===== config.mk =====
export PLATFORM = sky130hd
export DESIGN_NAME = cache_rsp
export DESIGN_NICKNAME = d
export VERILOG_FILES = /design/src/common/cache_pkg.sv /design/src/hdl/cache_rsp.sv
export SDC_FILE = /design/constraint.sdc
export NUM_CORES = 1
export LEC_CHECK = 0
export BUFFER_PORTS_ARGS = -buffer_cell sky130_fd_sc_hd__buf_2
export CORE_MARGIN = 3
export CORE_UTILIZATION = 37
export DETAILED_ROUTE_END_ITERATION = 8
export PLACE_DENSITY_LB_ADDON = 0.1
export SYNTH_ARGS = -nofsm -noshare
export SYNTH_HDL_FRONTEND = slang
export SYNTH_SLANG_ARGS = --single-unit

===== constraint.sdc =====
create_clock -name clk -period 1.41 [get_ports clk]
set_clock_uncertainty 0.05 [all_clocks]
set_input_delay 0.0705 -clock clk [delete_from_list [all_inputs] [get_ports clk]]
set_output_delay 0.0705 -clock clk [all_outputs]
set_load 0.03 [all_outputs]

===== src/common/cache_pkg.sv =====
`default_nettype none

package cache_pkg;

    // Bank geometry
    localparam int ADDR_W         = 16;
    localparam int WORD_W         = 32;
    localparam int WORDS_PER_LINE = 4;
    localparam int NUM_SETS       = 32;

    // Byte address split, low to high: byte, word select, set, tag
    localparam int BYTE_BITS = 2;
    localparam int WSEL_BITS = 2;
    localparam int SET_BITS  = 5;
    localparam int TAG_BITS  = ADDR_W - SET_BITS - WSEL_BITS - BYTE_BITS;

    typedef logic [WORD_W-1:0]                word_t;
    typedef word_t [WORDS_PER_LINE-1:0]       line_t;
    typedef logic [TAG_BITS-1:0]              tag_t;
    typedef logic [SET_BITS-1:0]              set_t;
    typedef logic [WSEL_BITS-1:0]             wsel_t;

    // One tag store entry per way and set
    typedef struct packed {
        logic valid;
        logic dirty;
        tag_t tag;
    } tag_entry_t;

    // Request as issued by the core
    typedef struct packed {
        logic              write;
        logic [ADDR_W-1:0] addr;
        word_t             data;
    } core_req_t;

    // Request after address split, byte offset gone
    typedef struct packed {
        logic  write;
        tag_t  tag;
        set_t  set;
        wsel_t wsel;
        word_t data;
    } req_fields_t;

    typedef struct packed {
        logic  write;
        word_t data;
    } core_rsp_t;

    // Line address is tag and set, data only meaningful on write-back
    typedef struct packed {
        logic  write;
        tag_t  tag;
        set_t  set;
        line_t data;
    } mem_req_t;

endpackage

`default_nettype wire


===== src/hdl/cache_rsp.sv =====
`timescale 1ns/1ps
`default_nettype none

module cache_rsp (
    input  logic                  clk,
    input  logic                  rst,
    input  logic                  rsp_en,
    input  cache_pkg::line_t      rsp_line,
    input  cache_pkg::wsel_t      rsp_wsel,
    input  logic                  rsp_write,
    output logic                  core_rsp_valid,
    output cache_pkg::core_rsp_t  core_rsp
);

    import cache_pkg::*;

    word_t sel_word;

    // Word select out of the line
    assign sel_word = rsp_line[rsp_wsel];

    // One-cycle strobe per response
    always_ff @(posedge clk) begin
        if (rst) begin
            core_rsp_valid <= 1'b0;
        end else begin
            core_rsp_valid <= rsp_en;
        end
    end

    // Payload only loads with a response
    always_ff @(posedge clk) begin
        if (rsp_en) begin
            core_rsp.write <= rsp_write;
            core_rsp.data  <= sel_word;
        end
    end

endmodule

`default_nettype wire


==> results by group <==
Status
  • Status: finished clean

Detailed routing
  • Drt wl/cell: around 16 microns
  • Total wire length: 5060 microns
  • Total number of vias: approximately 1500
  • Final ANT Viol Nets: 0
  • Iteration-0 DRC Markers: 64
  • Via density: 4.90
  • Drt first pass iters: 4
  • Drc violations: 0

Layout
  • Fillers: just under 400
  • Final Non-Filler Cells: roughly 310
  • Syn-to-layout area delta: 55.4%
  • Layout cells sized above 1: 0.835
  • Final-stage net count: between 300 and 400
  • Multi-input logic area: ~730 sq um
  • Most frequent cells in the layout: 167 x buf_2, 33 x edfxtp_1, 30 x mux4_2
  • Post-layout util: 0.624
  • Most common cell after layout, fill and taps aside: buf_2
  • Sequential cell area: 1010 sq um
  • ANT cells: 0

Hold path
  • Worst hold stages: 2
  • HP Class: primary input to flop
  • Hold Crit Start: rsp_line[96]
  • Worst Hold Path EP: core_rsp[0]

Die
  • Io pins: 168
  • Die Wd: approximately 76 microns
  • Die area: roughly 6000 sq um
  • Die H: between 70 and 80 microns
  • Core Area: approximately 4600 sq um
  • Initial Util: 0.401
  • Std-Cell Rows: 24

STA
  • Setup TNS: 0 ns
  • Tcrit/Tclk final: 0.737
  • Clock period minus final worst setup slack: 1.04 ns
  • Final Hold Viols: 0
  • Final count of pins violating max slew: 0
  • RSZ-0062 raised after global routing: no
  • F_max: ~960 MHz
  • Worst setup margin: ~0.37 ns
  • Final setup viols: 0
  • Slew margin rel.: 0.771
  • Worst slew pin tran: approximately 0.34 ns

Pwr
  • PwrDens: between 900 and 1000 nW/um^2
  • Worst IR drop on VDD: roughly 400 uV
  • Pleak: between 1 and 1.5 nW

GRT
  • Largest net degree at the start of global routing: 33
  • Grt total ovfl: 0
  • Antenna violations before repair: 0
  • Total GRT Usage: 0.180
  • Vias in the first global route: around 1700
  • First-pass GRT wire length: around 8100 microns

Synth
  • Largest cells by area after synthesis: edfxtp_1 54%, mux4_2 37%, buf_12 3.3%, mux4_1 2.9%, dfxtp_1 1.1%
  • Seq cells post-synth: 34
  • Avg Inst Size Synth: about 25 sq um
  • Post-synth top area share: 0.541
  • Yosys top cell by area: edfxtp_1
  • Mapped Cells: 74
  • Sequential area share after synthesis: 0.552
  • Synth warnings: 0
  • Mapped Area: ~1800 sq um
  • Syn nets: 208
  • Synth cell types: 8

Clocking
  • Clk sink count: 34
  • Root Buffer: clkbuf_8
  • CTS tree: done
  • Clock Path Buffers: 2
  • Total setup buffers inserted after CTS: 0
  • Cts-stage hold buffer count: 2
  • Num CTS Buffers: 5
  • H-tree Lvls: 2
  • Clk slew on worst S/H paths: 0.06 ns
  • Post_cts resized: 0

Worst setup path
  • Critical Path RT: about 1.4 ns
  • Arrival @ worst endpoint: 1.00 ns
  • Crit path launch type: primary input
  • CP Max Fanout: 10
  • Setup CP Type: primary input to flop
  • Critical Path End Type: flop

Placed design
  • IO buf count: between 150 and 200
  • Worst slack, placed: ~0.072 ns
  • Inst Count DP: 304
  • GP Congestion: about 0.77
  • Final HPWL DP: ~4400 microns

Run
  • Max Cap Viol: 0
-- cell type report --
class / instances / area share
sequential: 34 / 0.355
timing repair buffer: 174 / 0.331
clock buffer: 7 / 0.0268
multi-input combinational: 33 / 0.258
tap: 65 / 0.0286
-- power by group --
group / switching, mW / leakage (nW) / internal, mW
clock: 0.311 / 0.0383 / 0.339
combinational: 0.378 / 0.923 / 0.362
sequential: 0.0235 / 0.331 / 1.23
-- critical path: stages --
cell,delay (ns)
buf_2,0.15
buf_4,0.24
mux4_2,0.53
-- synth_stat cells --
library cell	number
buf_2	3
dfxtp_1	1
nor2b_1	1
edfxtp_1	33
mux4_2	30
mux4_1	2
buf_6	1
buf_12	3
-- worst max path at each step --
stage | startpoint | to | slack, ns | cells after the start
floorplan | rsp_wsel[0] | core_rsp[10] | 0.28 | 3
global placement | rsp_wsel[0] | core_rsp[2] | 0.10 | 3
detailed placement | rsp_wsel[0] | core_rsp[9] | 0.07 | 3
CTS | rsp_wsel[0] | core_rsp[9] | 0.37 | 3
global route | rsp_wsel[0] | core_rsp[4] | 0.34 | 3
finish | rsp_wsel[0] | core_rsp[9] | 0.37 | 3
-- sequential cells by signal, indices dropped and copies added (netlist names) --
signal / cells
core_rsp: 33
core_rsp_valid: 1
-- metal layers --
metal | global-route usage | routed length, microns | vias up
met3 | 0.0697 | 621 | 8
met2 | 0.339 | 2770 | 110
met4 | 0.0707 | 83 | 0
met5 | 0 | 0 | -
li1 | - | - | 694
met1 | 0.174 | 1580 | 723
-- through the flow --
stage | area (sq um) | hold slack, ns | total power [mW]
after global placement | 2750 | 0.177 | 2.01
final | 2850 | 0.121 | 2.65
after CTS | 2850 | 0.112 | 2.69
after global routing | 2850 | 0.115 | 2.79
after detailed placement | 2750 | 0.180 | 2.03
after floorplan | 1830 | 0.0921 | 1.71
-- logic make-up after synthesis --
family | Yosys count | synth area share
buffers and inverters | 7 | 0.0471
and+or+nand+nor | 1 | 0.00342
muxes | 32 | 0.398
DFF | 34 | 0.552
(Power assumes the default switching activity.)
