## config.mk

```make
export PLATFORM = sky130hd
export DESIGN_NAME = cache_req_decode
export DESIGN_NICKNAME = d
export VERILOG_FILES = /design/src/common/cache_pkg.sv /design/src/hdl/cache_req_decode.sv
export SDC_FILE = /design/constraint.sdc
export NUM_CORES = 1
export LEC_CHECK = 0
export ABC_AREA = 1
export BUFFER_PORTS_ARGS = -buffer_cell sky130_fd_sc_hd__buf_2
export CELL_PAD_IN_SITES_DETAIL_PLACEMENT = 1
export CELL_PAD_IN_SITES_GLOBAL_PLACEMENT = 1
export CORE_ASPECT_RATIO = 0.6
export CORE_UTILIZATION = 33
export CTS_CLUSTER_DIAMETER = 100
export CTS_CLUSTER_SIZE = 24
export DETAILED_ROUTE_END_ITERATION = 16
export PLACE_DENSITY_LB_ADDON = 0.2
export SYNTH_ARGS = -nofsm -noshare
export SYNTH_HDL_FRONTEND = slang
export SYNTH_SLANG_ARGS = --single-unit
```

## constraint.sdc

```tcl
create_clock -name clk -period 3.77 [get_ports clk]
set_input_delay 0.5655 -clock clk [delete_from_list [all_inputs] [get_ports clk]]
set_output_delay 0.5655 -clock clk [all_outputs]
set_load 0.03 [all_outputs]
```

## src/common/cache_pkg.sv

```systemverilog
`default_nettype none

package cache_pkg;

    // Bank geometry
    localparam int ADDR_W         = 16;
    localparam int WORD_W         = 32;
    localparam int WORDS_PER_LINE = 4;
    localparam int NUM_SETS       = 32;

    // Byte address split, low to high: byte, word select, set, tag
    localparam int BYTE_BITS = 2;
    localparam int WSEL_BITS = 2;
    localparam int SET_BITS  = 5;
    localparam int TAG_BITS  = ADDR_W - SET_BITS - WSEL_BITS - BYTE_BITS;

    typedef logic [WORD_W-1:0]                word_t;
    typedef word_t [WORDS_PER_LINE-1:0]       line_t;
    typedef logic [TAG_BITS-1:0]              tag_t;
    typedef logic [SET_BITS-1:0]              set_t;
    typedef logic [WSEL_BITS-1:0]             wsel_t;

    // One tag store entry per way and set
    typedef struct packed {
        logic valid;
        logic dirty;
        tag_t tag;
    } tag_entry_t;

    // Request as issued by the core
    typedef struct packed {
        logic              write;
        logic [ADDR_W-1:0] addr;
        word_t             data;
    } core_req_t;

    // Request after address split, byte offset gone
    typedef struct packed {
        logic  write;
        tag_t  tag;
        set_t  set;
        wsel_t wsel;
        word_t data;
    } req_fields_t;

    typedef struct packed {
        logic  write;
        word_t data;
    } core_rsp_t;

    // Line address is tag and set, data only meaningful on write-back
    typedef struct packed {
        logic  write;
        tag_t  tag;
        set_t  set;
        line_t data;
    } mem_req_t;

endpackage

`default_nettype wire

```

## src/hdl/cache_req_decode.sv

```systemverilog
`timescale 1ns/1ps
`default_nettype none

module cache_req_decode (
    input  logic                    clk,
    input  logic                    rst,
    input  logic                    core_req_valid,
    input  cache_pkg::core_req_t    core_req,
    input  logic                    busy,
    input  logic                    hold,
    output logic                    rd_en,
    output cache_pkg::set_t         rd_set,
    output logic                    s1_valid,
    output cache_pkg::req_fields_t  s1_req
);

    import cache_pkg::*;

    // Field positions in the byte address
    localparam int WSEL_LSB = BYTE_BITS;
    localparam int SET_LSB  = WSEL_LSB + WSEL_BITS;
    localparam int TAG_LSB  = SET_LSB + SET_BITS;

    req_fields_t req_dec;

    // Taken only while the bank is idle enough
    assign rd_en = core_req_valid && !busy;

    // Byte offset is dropped
    assign req_dec = '{
        write: core_req.write,
        tag:   core_req.addr[TAG_LSB +: TAG_BITS],
        set:   core_req.addr[SET_LSB +: SET_BITS],
        wsel:  core_req.addr[WSEL_LSB +: WSEL_BITS],
        data:  core_req.data
    };

    // Set goes straight to the RAMs for the read at acceptance
    assign rd_set = req_dec.set;

    always_ff @(posedge clk) begin
        if (rst) begin
            s1_valid <= 1'b0;
        end else if (!hold) begin
            s1_valid <= rd_en;
        end
    end

    always_ff @(posedge clk) begin
        if (!hold) begin
            s1_req <= req_dec;
        end
    end

endmodule

`default_nettype wire

```

==> flow_summary.json, run 1 <==
{
  "drc": 0,
  "syn_area_per_cell_sq_um": 23.9,
  "maxSlewViolCount": 0,
  "combinationalPowerShare_pct": 15.6,
  "post_cts_buffers": 0,
  "dp_hpwl_microns": 2400,
  "grt_max_degree": 48,
  "die_y_microns": 54.4,
  "pwr-share-seq_pct": 57.5,
  "die_w_microns": 89.3,
  "synth_warnings": 0,
  "syn_inst": 63,
  "drtIter0Drc": 40,
  "met2_length_microns": 1450,
  "grt_util_all_layers_pct": 12.9,
  "grt_pass1_wl_microns": 4180,
  "cts_buffer_depth": 2,
  "drtPass1Iterations": 4,
  "crit_arrival_ns": 0.97,
  "worst_slew_pin_slew_ns": 0.951,
  "pwr-share-clk_pct": 26.8,
  "period_share_pct": 40.8,
  "cap_violations": 0,
  "relSlewSlack_pct": 36.5,
  "multiInputGateArea_sq_um": 20.0,
  "max_stage_delay_ns": 0.20,
  "power-per-cell-area_mw_per_mm2": 516,
  "wl_met3_microns": 483,
  "antenna_cells": 0,
  "cts_resized": 0,
  "grt_antenna_before_repair": 0,
  "hp-class": "primary input to flip-flop",
  "r2r.worst_path.cells": 4,
  "p_switching_uw": 285,
  "place.gp.congestion": 0.614,
  "synth_nets": 117,
  "synth-seq-area-share_pct": 94.9,
  "clk_latency_ns": 0.29,
  "ioPinCount": 108,
  "ctsHoldBuffers": 0,
  "fin_skew_ns": 0,
  "outcome": "finished clean",
  "synth-seq-cells": 48,
  "portBuffers": 105,
  "cp.required_ns": 3.20,
  "drive_gt1_share_pct": 65.5,
  "r2r-start": "s1_valid",
  "post_synth_num_cell_types": 7,
  "cts.sinks": 48,
  "core_area_sq_mm": 0.00423,
  "die_area_sq_mm": 0.00485,
  "wl_met1_microns": 1140,
  "rsz0062_at_grt": "false",
  "hold_viol": 0,
  "top_layer": "met4",
  "fmax_mhz": 651,
  "cts_tree": "built",
  "cts_buffers": 5,
  "grt_pass1_vias": 955,
  "drt_wl_total_microns": 3130,
  "setup_viol": 0,
  "cp_max_fo": 2,
  "clkTransAtPathRegs_ns": 0.08,
  "dr_total_vias": 937,
  "r2r_setup_slack_ns": 3.16,
  "post_drt_wl_per_cell_microns": 13.5,
  "power_mw": 1.11,
  "grt_overflow": 0,
  "via_per_inst": 4.06,
  "netlist_area_sq_mm": 0.00151,
  "ir_worst_vdd_v": 0.000259,
  "fin_nets": 224,
  "num_rows": 18,
  "reg2reg_to": "s1_valid",
  "area_growth_pct": 43.3,
  "critPathMostFrequentCell": "buf_2",
  "setup-tns-final_ns": 0,
  "slowest_stage": "buf_2",
  "path_class": "primary input to primary output",
  "cp_cell_sequence": "buf_2, inv_1, nor2_1, buf_2",
  "critPathCaptureType": "primary output",
  "htreeDepth": 2,
  "cts_root_buf": "clkbuf_8",
  "startpoint_type": "primary input",
  "internal_power_uw": 830,
  "antenna_left": 0,
  "startpoint": "core_req_valid",
  "switching_share_pct": 25.5,
  "fill_cells": 443,
  "fin_crit_ns": 1.54,
  "total_leakage_power_nw": 0.962,
  "crit_path_end": "rd_en",
  "start_util_pct": 35.6,
  "area.sequential_sq_mm": 0.00143
}
-- per-layer routing --
layer  up-vias  track usage [%]
met1       420             11.8
met2        70             22.3
met4         0             7.94
met5         -                0
met3         7             8.14
li1        440                -
-- worst max-delay path: cells and delay by family --
kind          cells  cell delay, ns
simple gates      1            0.07
buf+inv           3            0.33
-- cells in the mapped netlist --
| library cell | count | share of area, % |
|---|---|---|
| inv_1 | 5 | 1.2 |
| nor2_1 | 2 | 0.50 |
| buf_4 | 5 | 2.5 |
| nand2_1 | 2 | 0.50 |
| edfxtp_1 | 47 | 94 |
| a21oi_1 | 1 | 0.33 |
| dfxtp_1 | 1 | 1.3 |
-- cell families after synthesis --
| logic type | synth area share (%) |
|---|---|
| AO/OA/AOI/OAI | 0.332 |
| flip-flops | 94.9 |
| AND/OR/NAND/NOR | 0.996 |
| buffers and inverters | 3.73 |
-- power groups by stage --
| stage | Sequential [mW] | Clock, mW | Combinational, mW |
|---|---|---|---|
| floorplan | 0.742 | 0 | 0.0203 |
| global placement | 0.652 | 0 | 0.172 |
| detailed placement | 0.654 | 0 | 0.176 |
| CTS | 0.642 | 0.313 | 0.176 |
| global route | 0.646 | 0.329 | 0.184 |
| finish | 0.641 | 0.299 | 0.174 |
-- cell type report --
| type | count | area share, % |
|---|---|---|
| flip-flops and latches | 48 | 66.2 |
| repair buffers | 105 | 24.3 |
| clock buffers | 8 | 4.17 |
| multi-input cells | 5 | 0.926 |
| inverters | 5 | 0.869 |
| well taps | 60 | 3.47 |
-- per-stage QoR --
step                setup slack, ns  hold WS, ns  area [sq um]  cells  util, %
finish                         2.23        0.444          2160    231     51.0
CTS                            2.23        0.433          2160    231     51.0
floorplan                      1.89        0.634          1510     63        -
global route                   2.19        0.427          2160    231     51.0
detailed placement             1.96        0.531          2070    223     48.9
global placement               2.03        0.501          2070    223     48.9
-- how the worst min path moves through the flow --
stage	startpoint	to	slack [ns]	depth (start not counted)
after CTS	core_req[11]	s1_req[11]	0.43	1
after global placement	s1_valid	s1_valid	0.50	4
after floorplan	s1_valid	s1_valid	0.63	4
after global routing	core_req[16]	s1_req[16]	0.43	1
final	core_req[11]	s1_req[11]	0.44	1
after detailed placement	s1_valid	s1_valid	0.53	4
-- cell usage in the layout, fill, tap and decap left out, drive strengths merged --
master and count:
buf 105, edfxtp 47, clkbuf 8, inv 5
nor2 2, nand2 2, a21oi 1, dfxtp 1
-- state kept, by name, summed over array words and instances, names as in the netlist --
register / flops
s1_req: 47
s1_valid: 1
No activity file was read; power rests on OpenSTA's default activity.
==> inputs of run 2 (changes only) <==
Settings changed: ABC_AREA 1 to 0, CORE_UTILIZATION 33 to 28.
Clock period 3.77 ns to 1.28 ns, I/O delays scaled along.
==> run 2 against run 1 <==
Setup slack worse by 2.0 ns; design area is 1.0% higher; register-to-register slack worse by 2.5 ns; highest routed layer is now met3; routed wire length is 2.3% higher; largest cell class unchanged; combinational power grew to 3.0 times the previous value; via count is 0.11% lower; die area is 17% higher.
==> flow_summary.json, run 2 <==
{
  "outcome": "finished clean",
  "grt_antenna_before_repair": 0,
  "die_area_sq_mm": 0.00570,
  "grt_pass1_wl_microns": 4590,
  "synth-seq-area-share_pct": 94.9,
  "cts_resized": 0,
  "whs_endpoint": "s1_req[33]",
  "cts.sinks": 48,
  "drt_wl_total_microns": 3200,
  "fin_skew_ns": 0,
  "syn_inst": 58,
  "cts_buffer_depth": 2,
  "synth-seq-cells": 48,
  "post_cts_buffers": 0,
  "via_per_inst": 4.02,
  "dp_hpwl_microns": 2380,
  "synth.area.top_cells": "edfxtp_1 94%, buf_4 2.5%, dfxtp_1 1.3%, o2bb2ai_2 1.0%, nor2b_4 0.91%",
  "path_class": "flip-flop to primary output",
  "top_layer": "met3",
  "post_synth_num_cell_types": 8,
  "ioPinCount": 108,
  "hp-class": "primary input to flip-flop",
  "htreeDepth": 2,
  "synthTopCellsByCount": "47 x edfxtp_1, 5 x buf_4",
  "final_common_cell": "buf_2",
  "reg2reg_to": "s1_valid",
  "relSlewSlack_pct": 83.2,
  "wl_met1_microns": 1450,
  "crit_arrival_ns": 0.86,
  "largest-register": "s1_req",
  "die_w_microns": 96.8,
  "clkTransAtPathRegs_ns": 0.08,
  "cts_tree": "built",
  "ctsHoldBuffers": 0,
  "wl_met3_microns": 334,
  "die_y_microns": 58.9,
  "max_stage_delay_ns": 0.39,
  "synth_nets": 112,
  "path_buf_inv": 1,
  "period_share_pct": 82.5,
  "power-per-cell-area_mw_per_mm2": 1490,
  "cts_buffers": 5,
  "r2r_setup_slack_ns": 0.70,
  "drtIter0Drc": 22,
  "netlist.area_leader.share_pct": 93.5,
  "synth_edf_count": 47,
  "antenna_left": 0,
  "cpLargestDelayFamily": "flip-flops",
  "startpoint_type": "flip-flop",
  "total_leakage_power_nw": 0.946,
  "cp_cell_sequence": "buf_2",
  "grt_util_all_layers_pct": 10.8,
  "grt_max_degree": 48,
  "r2r-start": "s1_valid",
  "synth-main-ff-cell": "edfxtp_1",
  "clk_latency_ns": 0.29,
  "dr_total_vias": 936,
  "drtPass1Iterations": 3,
  "critPathCaptureType": "primary output",
  "slowest_stage": "edfxtp_1",
  "hp-start": "core_req[35]",
  "rsz0062_at_grt": "false",
  "portBuffers": 105,
  "ir_worst_vdd_v": 0.000660,
  "yosys.area.top_type": "edfxtp_1",
  "grt_pass1_vias": 921,
  "cp.required_ns": 1.09,
  "whs_path_depth": 1,
  "netlist_area_sq_mm": 0.00151,
  "hold_viol": 0,
  "start_util_pct": 29.4,
  "syn_area_per_cell_sq_um": 26.0,
  "place.gp.congestion": 0.663,
  "post_drt_wl_per_cell_microns": 13.7,
  "worst_slew_pin_slew_ns": 0.252,
  "synth_most_common_cell": "edfxtp_1",
  "r2r.worst_path.cells": 2,
  "synth_warnings": 0,
  "cp_max_fo": 1,
  "met2_length_microns": 1410,
  "antenna_cells": 0,
  "cap_violations": 0,
  "num_rows": 20,
  "fin_nets": 220,
  "drive_gt1_share_pct": 68.3,
  "cts_root_buf": "clkbuf_8",
  "largest_registers": "s1_req (47), s1_valid (1)",
  "final_cell_mix": "105 x buf_2, 47 x edfxtp_1, 5 x clkbuf_8",
  "core_area_sq_mm": 0.00513,
  "maxSlewViolCount": 0,
  "async_reset_ff_share_pct": 0,
  "setup-tns-final_ns": 0,
  "drc": 0,
  "fmax_mhz": 947,
  "grt_overflow": 0,
  "fin_crit_ns": 1.06,
  "area_growth_pct": 44.7,
  "largest_register_ff_count": 47,
  "power_mw": 3.24,
  "setup_viol": 0
}
==> run 2: changes by cell type after synthesis <==
cell | before | now
nor2_1 | 2 | 1
inv_1 | 5 | 1
nor2b_4 | 0 | 1
a21oi_1 | 1 | 0
o2bb2ai_2 | 0 | 1
nand2_1 | 2 | 1
==> run 2: per-stage QoR <==
stage | worst slack, ns | util (%) | instance area (sq um) | hold slack (ns) | instances
floorplan | 0.0689 | - | 1510 | 0.274 | 58
global placement | 0.315 | 41.0 | 2100 | 0.369 | 225
detailed placement | 0.289 | 41.0 | 2100 | 0.371 | 225
CTS | 0.201 | 42.6 | 2180 | 0.0633 | 233
global route | 0.178 | 42.6 | 2180 | 0.0520 | 233
finish | 0.224 | 42.6 | 2180 | 0.0734 | 233
==> run 2: worst max path at each step <==
stage | start | depth (start not counted) | slack (ns) | endpoint
2_1_floorplan | hold | 1 | 0.07 | s1_req[0]
3_3_place_gp | hold | 3 | 0.31 | s1_req[2]
3_5_place_dp | hold | 3 | 0.29 | s1_req[14]
4_1_cts | s1_req[44] | 1 | 0.20 | s1_req[44]
5_1_grt | s1_req[44] | 1 | 0.18 | s1_req[44]
6_report | s1_req[44] | 1 | 0.22 | s1_req[44]
==> run 2: cells by family (layout without fill, tap and decap cells) <==
group           Yosys count  after routing  share of synthesized area, %
simple gates              3              3                          1.41
compound gates            1              1                         0.995
buf+inv                   6            115                          2.74
flops                    48             48                          94.9
==> run 2: where the power goes <==
group / total (mW) / internal [mW] / switching [mW]
Clock: 0.839 / 0.381 / 0.458
Sequential: 1.89 / 1.86 / 0.0292
Combinational: 0.517 / 0.150 / 0.367
Total: 3.24 / 2.39 / 0.855
==> run 2: layout make-up <==
type                            count  area (sq um)
Clock inverter                      1          3.75
Sequential cell                    48          1430
Multi-Input combinational cell      4          36.3
Tap cell                           66          82.6
Inverter                            1          7.51
Fill cell                         546          2950
Clock buffer                        7          76.3
Timing Repair Buffer              106           546
==> run 2: layer usage <==
layer,vias up,track usage [%]
li1,432,-
met1,437,14.5
met2,67,15.8
met3,0,5.11
met4,0,2.56
met5,-,0
==> inputs of run 3 (changes only) <==
Clock period 1.28 ns to 0.9 ns, I/O delays scaled along.
==> run 3 against run 2 <==
The flow now finishes with violations (setup timing); cell count increased by 1.3%; hold slack got worse by 0.057 ns; largest cell class unchanged; routed wire length decreased by 1.2%; setup slack got worse by 0.31 ns; utilization rose by 6.4 points; register-to-register slack worse by 0.38 ns; clock-buffer cell count is the same; total power is 50% higher.
==> flow_summary.json, run 3 (synthesis results as in run 2) <==
{
  "clkTransAtPathRegs_ns": 0.08,
  "startpoint_type": "flip-flop",
  "largest-register": "s1_req",
  "cpLargestDelayFamily": "flip-flops",
  "ir_worst_vdd_v": 0.000871,
  "rsz0062_at_grt": "true",
  "grt_overflow": 0,
  "largest_register_ff_count": 47,
  "outcome": "finished with violations",
  "drive_gt1_share_pct": 68.2,
  "worst_slew_pin_slew_ns": 0.246,
  "cts_buffer_depth": 2,
  "cp_cell_sequence": "buf_6",
  "crit_arrival_ns": 0.85,
  "path_buf_inv": 1,
  "whs_path_depth": 1,
  "die_w_microns": 96.8,
  "cts_root_buf": "clkbuf_8",
  "dp_hpwl_microns": 2270,
  "grt_pass1_wl_microns": 4730,
  "cts_tree": "built",
  "grtUsageMet1_pct": 14.1,
  "holdWs_ns": 0.0168,
  "ioPinCount": 108,
  "grt_max_degree": 48,
  "antenna_left": 0,
  "final_common_cell": "buf_2",
  "cts.sinks": 48,
  "drt_wl_total_microns": 3160,
  "dp_cells": 226,
  "fin_skew_ns": 0,
  "setup_viol": 47,
  "die_y_microns": 58.9,
  "use_met2_pct": 17.9,
  "fin_crit_ns": 0.989,
  "cp.required_ns": 0.76,
  "largest_registers": "s1_req (47), s1_valid (1)",
  "grt.busiest_layer": "met2",
  "cap_violations": 0,
  "fin_nets": 223,
  "power-per-cell-area_mw_per_mm2": 1930,
  "grt_util_all_layers_pct": 11.2,
  "total_leakage_power_nw": 1.06,
  "drtIter0Drc": 21,
  "grt_pass1_vias": 990,
  "slowest_stage": "edfxtp_1",
  "via_per_inst": 4.02,
  "num_rows": 20,
  "post_drt_wl_per_cell_microns": 13.4,
  "antenna_cells": 0,
  "place_ws_ns": -0.0230,
  "path_class": "flip-flop to primary output",
  "place.gp.congestion": 0.663,
  "htreeDepth": 2,
  "cp_max_fo": 1,
  "clk_latency_ns": 0.29,
  "grtUsageMet3_pct": 5.11,
  "fin_cells": 236,
  "final_cell_mix": "57 x buf_2, 48 x buf_6, 47 x edfxtp_1",
  "drc": 0,
  "drtPass1Iterations": 2,
  "r2r.worst_path.cells": 2,
  "max_stage_delay_ns": 0.41,
  "maxSlewViolCount": 0,
  "hp-class": "primary input to flip-flop",
  "fin_ws_ns": -0.0887,
  "relSlewSlack_pct": 83.6,
  "core_area_sq_mm": 0.00513,
  "fmax_mhz": 1010,
  "cts_buffers": 5,
  "critPathCaptureType": "primary output",
  "die_area_sq_mm": 0.00570,
  "period_share_pct": 110,
  "cp_num_cells": 1,
  "area_growth_pct": 66.5,
  "grt_antenna_before_repair": 0,
  "hold_viol": 0,
  "portBuffers": 105,
  "start_util_pct": 29.4,
  "dr_total_vias": 949,
  "violations": "setup timing"
}
## run 3: final cells by class
cell class	count	area [sq um]
well taps	66	82.6
fillers	517	2620
multi-input cells	4	36.3
flip-flops and latches	48	1430
clock inverters	1	3.75
repair buffers	109	873
inverters	1	7.51
clock buffers	7	76.3
## run 3: power breakdown
group / total (mW) / leakage (nW) / switching [mW] / internal, mW
Combinational: 0.938 / 0.552 / 0.523 / 0.415
Clock: 1.19 / 0.0399 / 0.644 / 0.542
Sequential: 2.73 / 0.469 / 0.0819 / 2.65
## run 3: path summary, 6_finish.rpt
kind / startpoint / to / slack [ns]
worst max register to register: s1_valid / s1_valid / 0.32
worst min register to register: s1_valid / s1_valid / 0.49
worst min-delay path: core_req[35] / s1_req[33] / 0.02
worst max-delay path: s1_req[19] / s1_req[19] / -0.09
## run 3: timing repair
| action | CTS | global route |
|---|---|---|
| endpoints found under the hold margin | 0 | 2 |
| setup endpoints to repair | 48 | 48 |
| gates resized for setup | 97 | 0 |
| setup buffers | 0 | 0 |
| hold buffers | 0 | 2 |
## run 3: stage by stage
stage	util [%]	area (sq um)	setup TNS (ns)	total power [mW]
4_1_cts	48.6	2490	-3.76	4.91
3_3_place_gp	41.1	2110	0	3.46
2_1_floorplan	-	1510	-11.94	3.19
3_5_place_dp	41.1	2110	-1.04	3.48
6_report	49.0	2510	-2.95	4.85
5_1_grt	49.0	2510	-4.83	5.04
## run 3: metal layers
| metal | wire, microns | up-vias | part of all wire (%) |
|---|---|---|---|
| li1 | - | 442 | - |
| met1 | 1370 | 440 | 43 |
| met2 | 1480 | 67 | 47 |
| met3 | 315 | 0 | 10 |
| met4 | 0 | 0 | 0 |
| met5 | 0 | - | 0 |
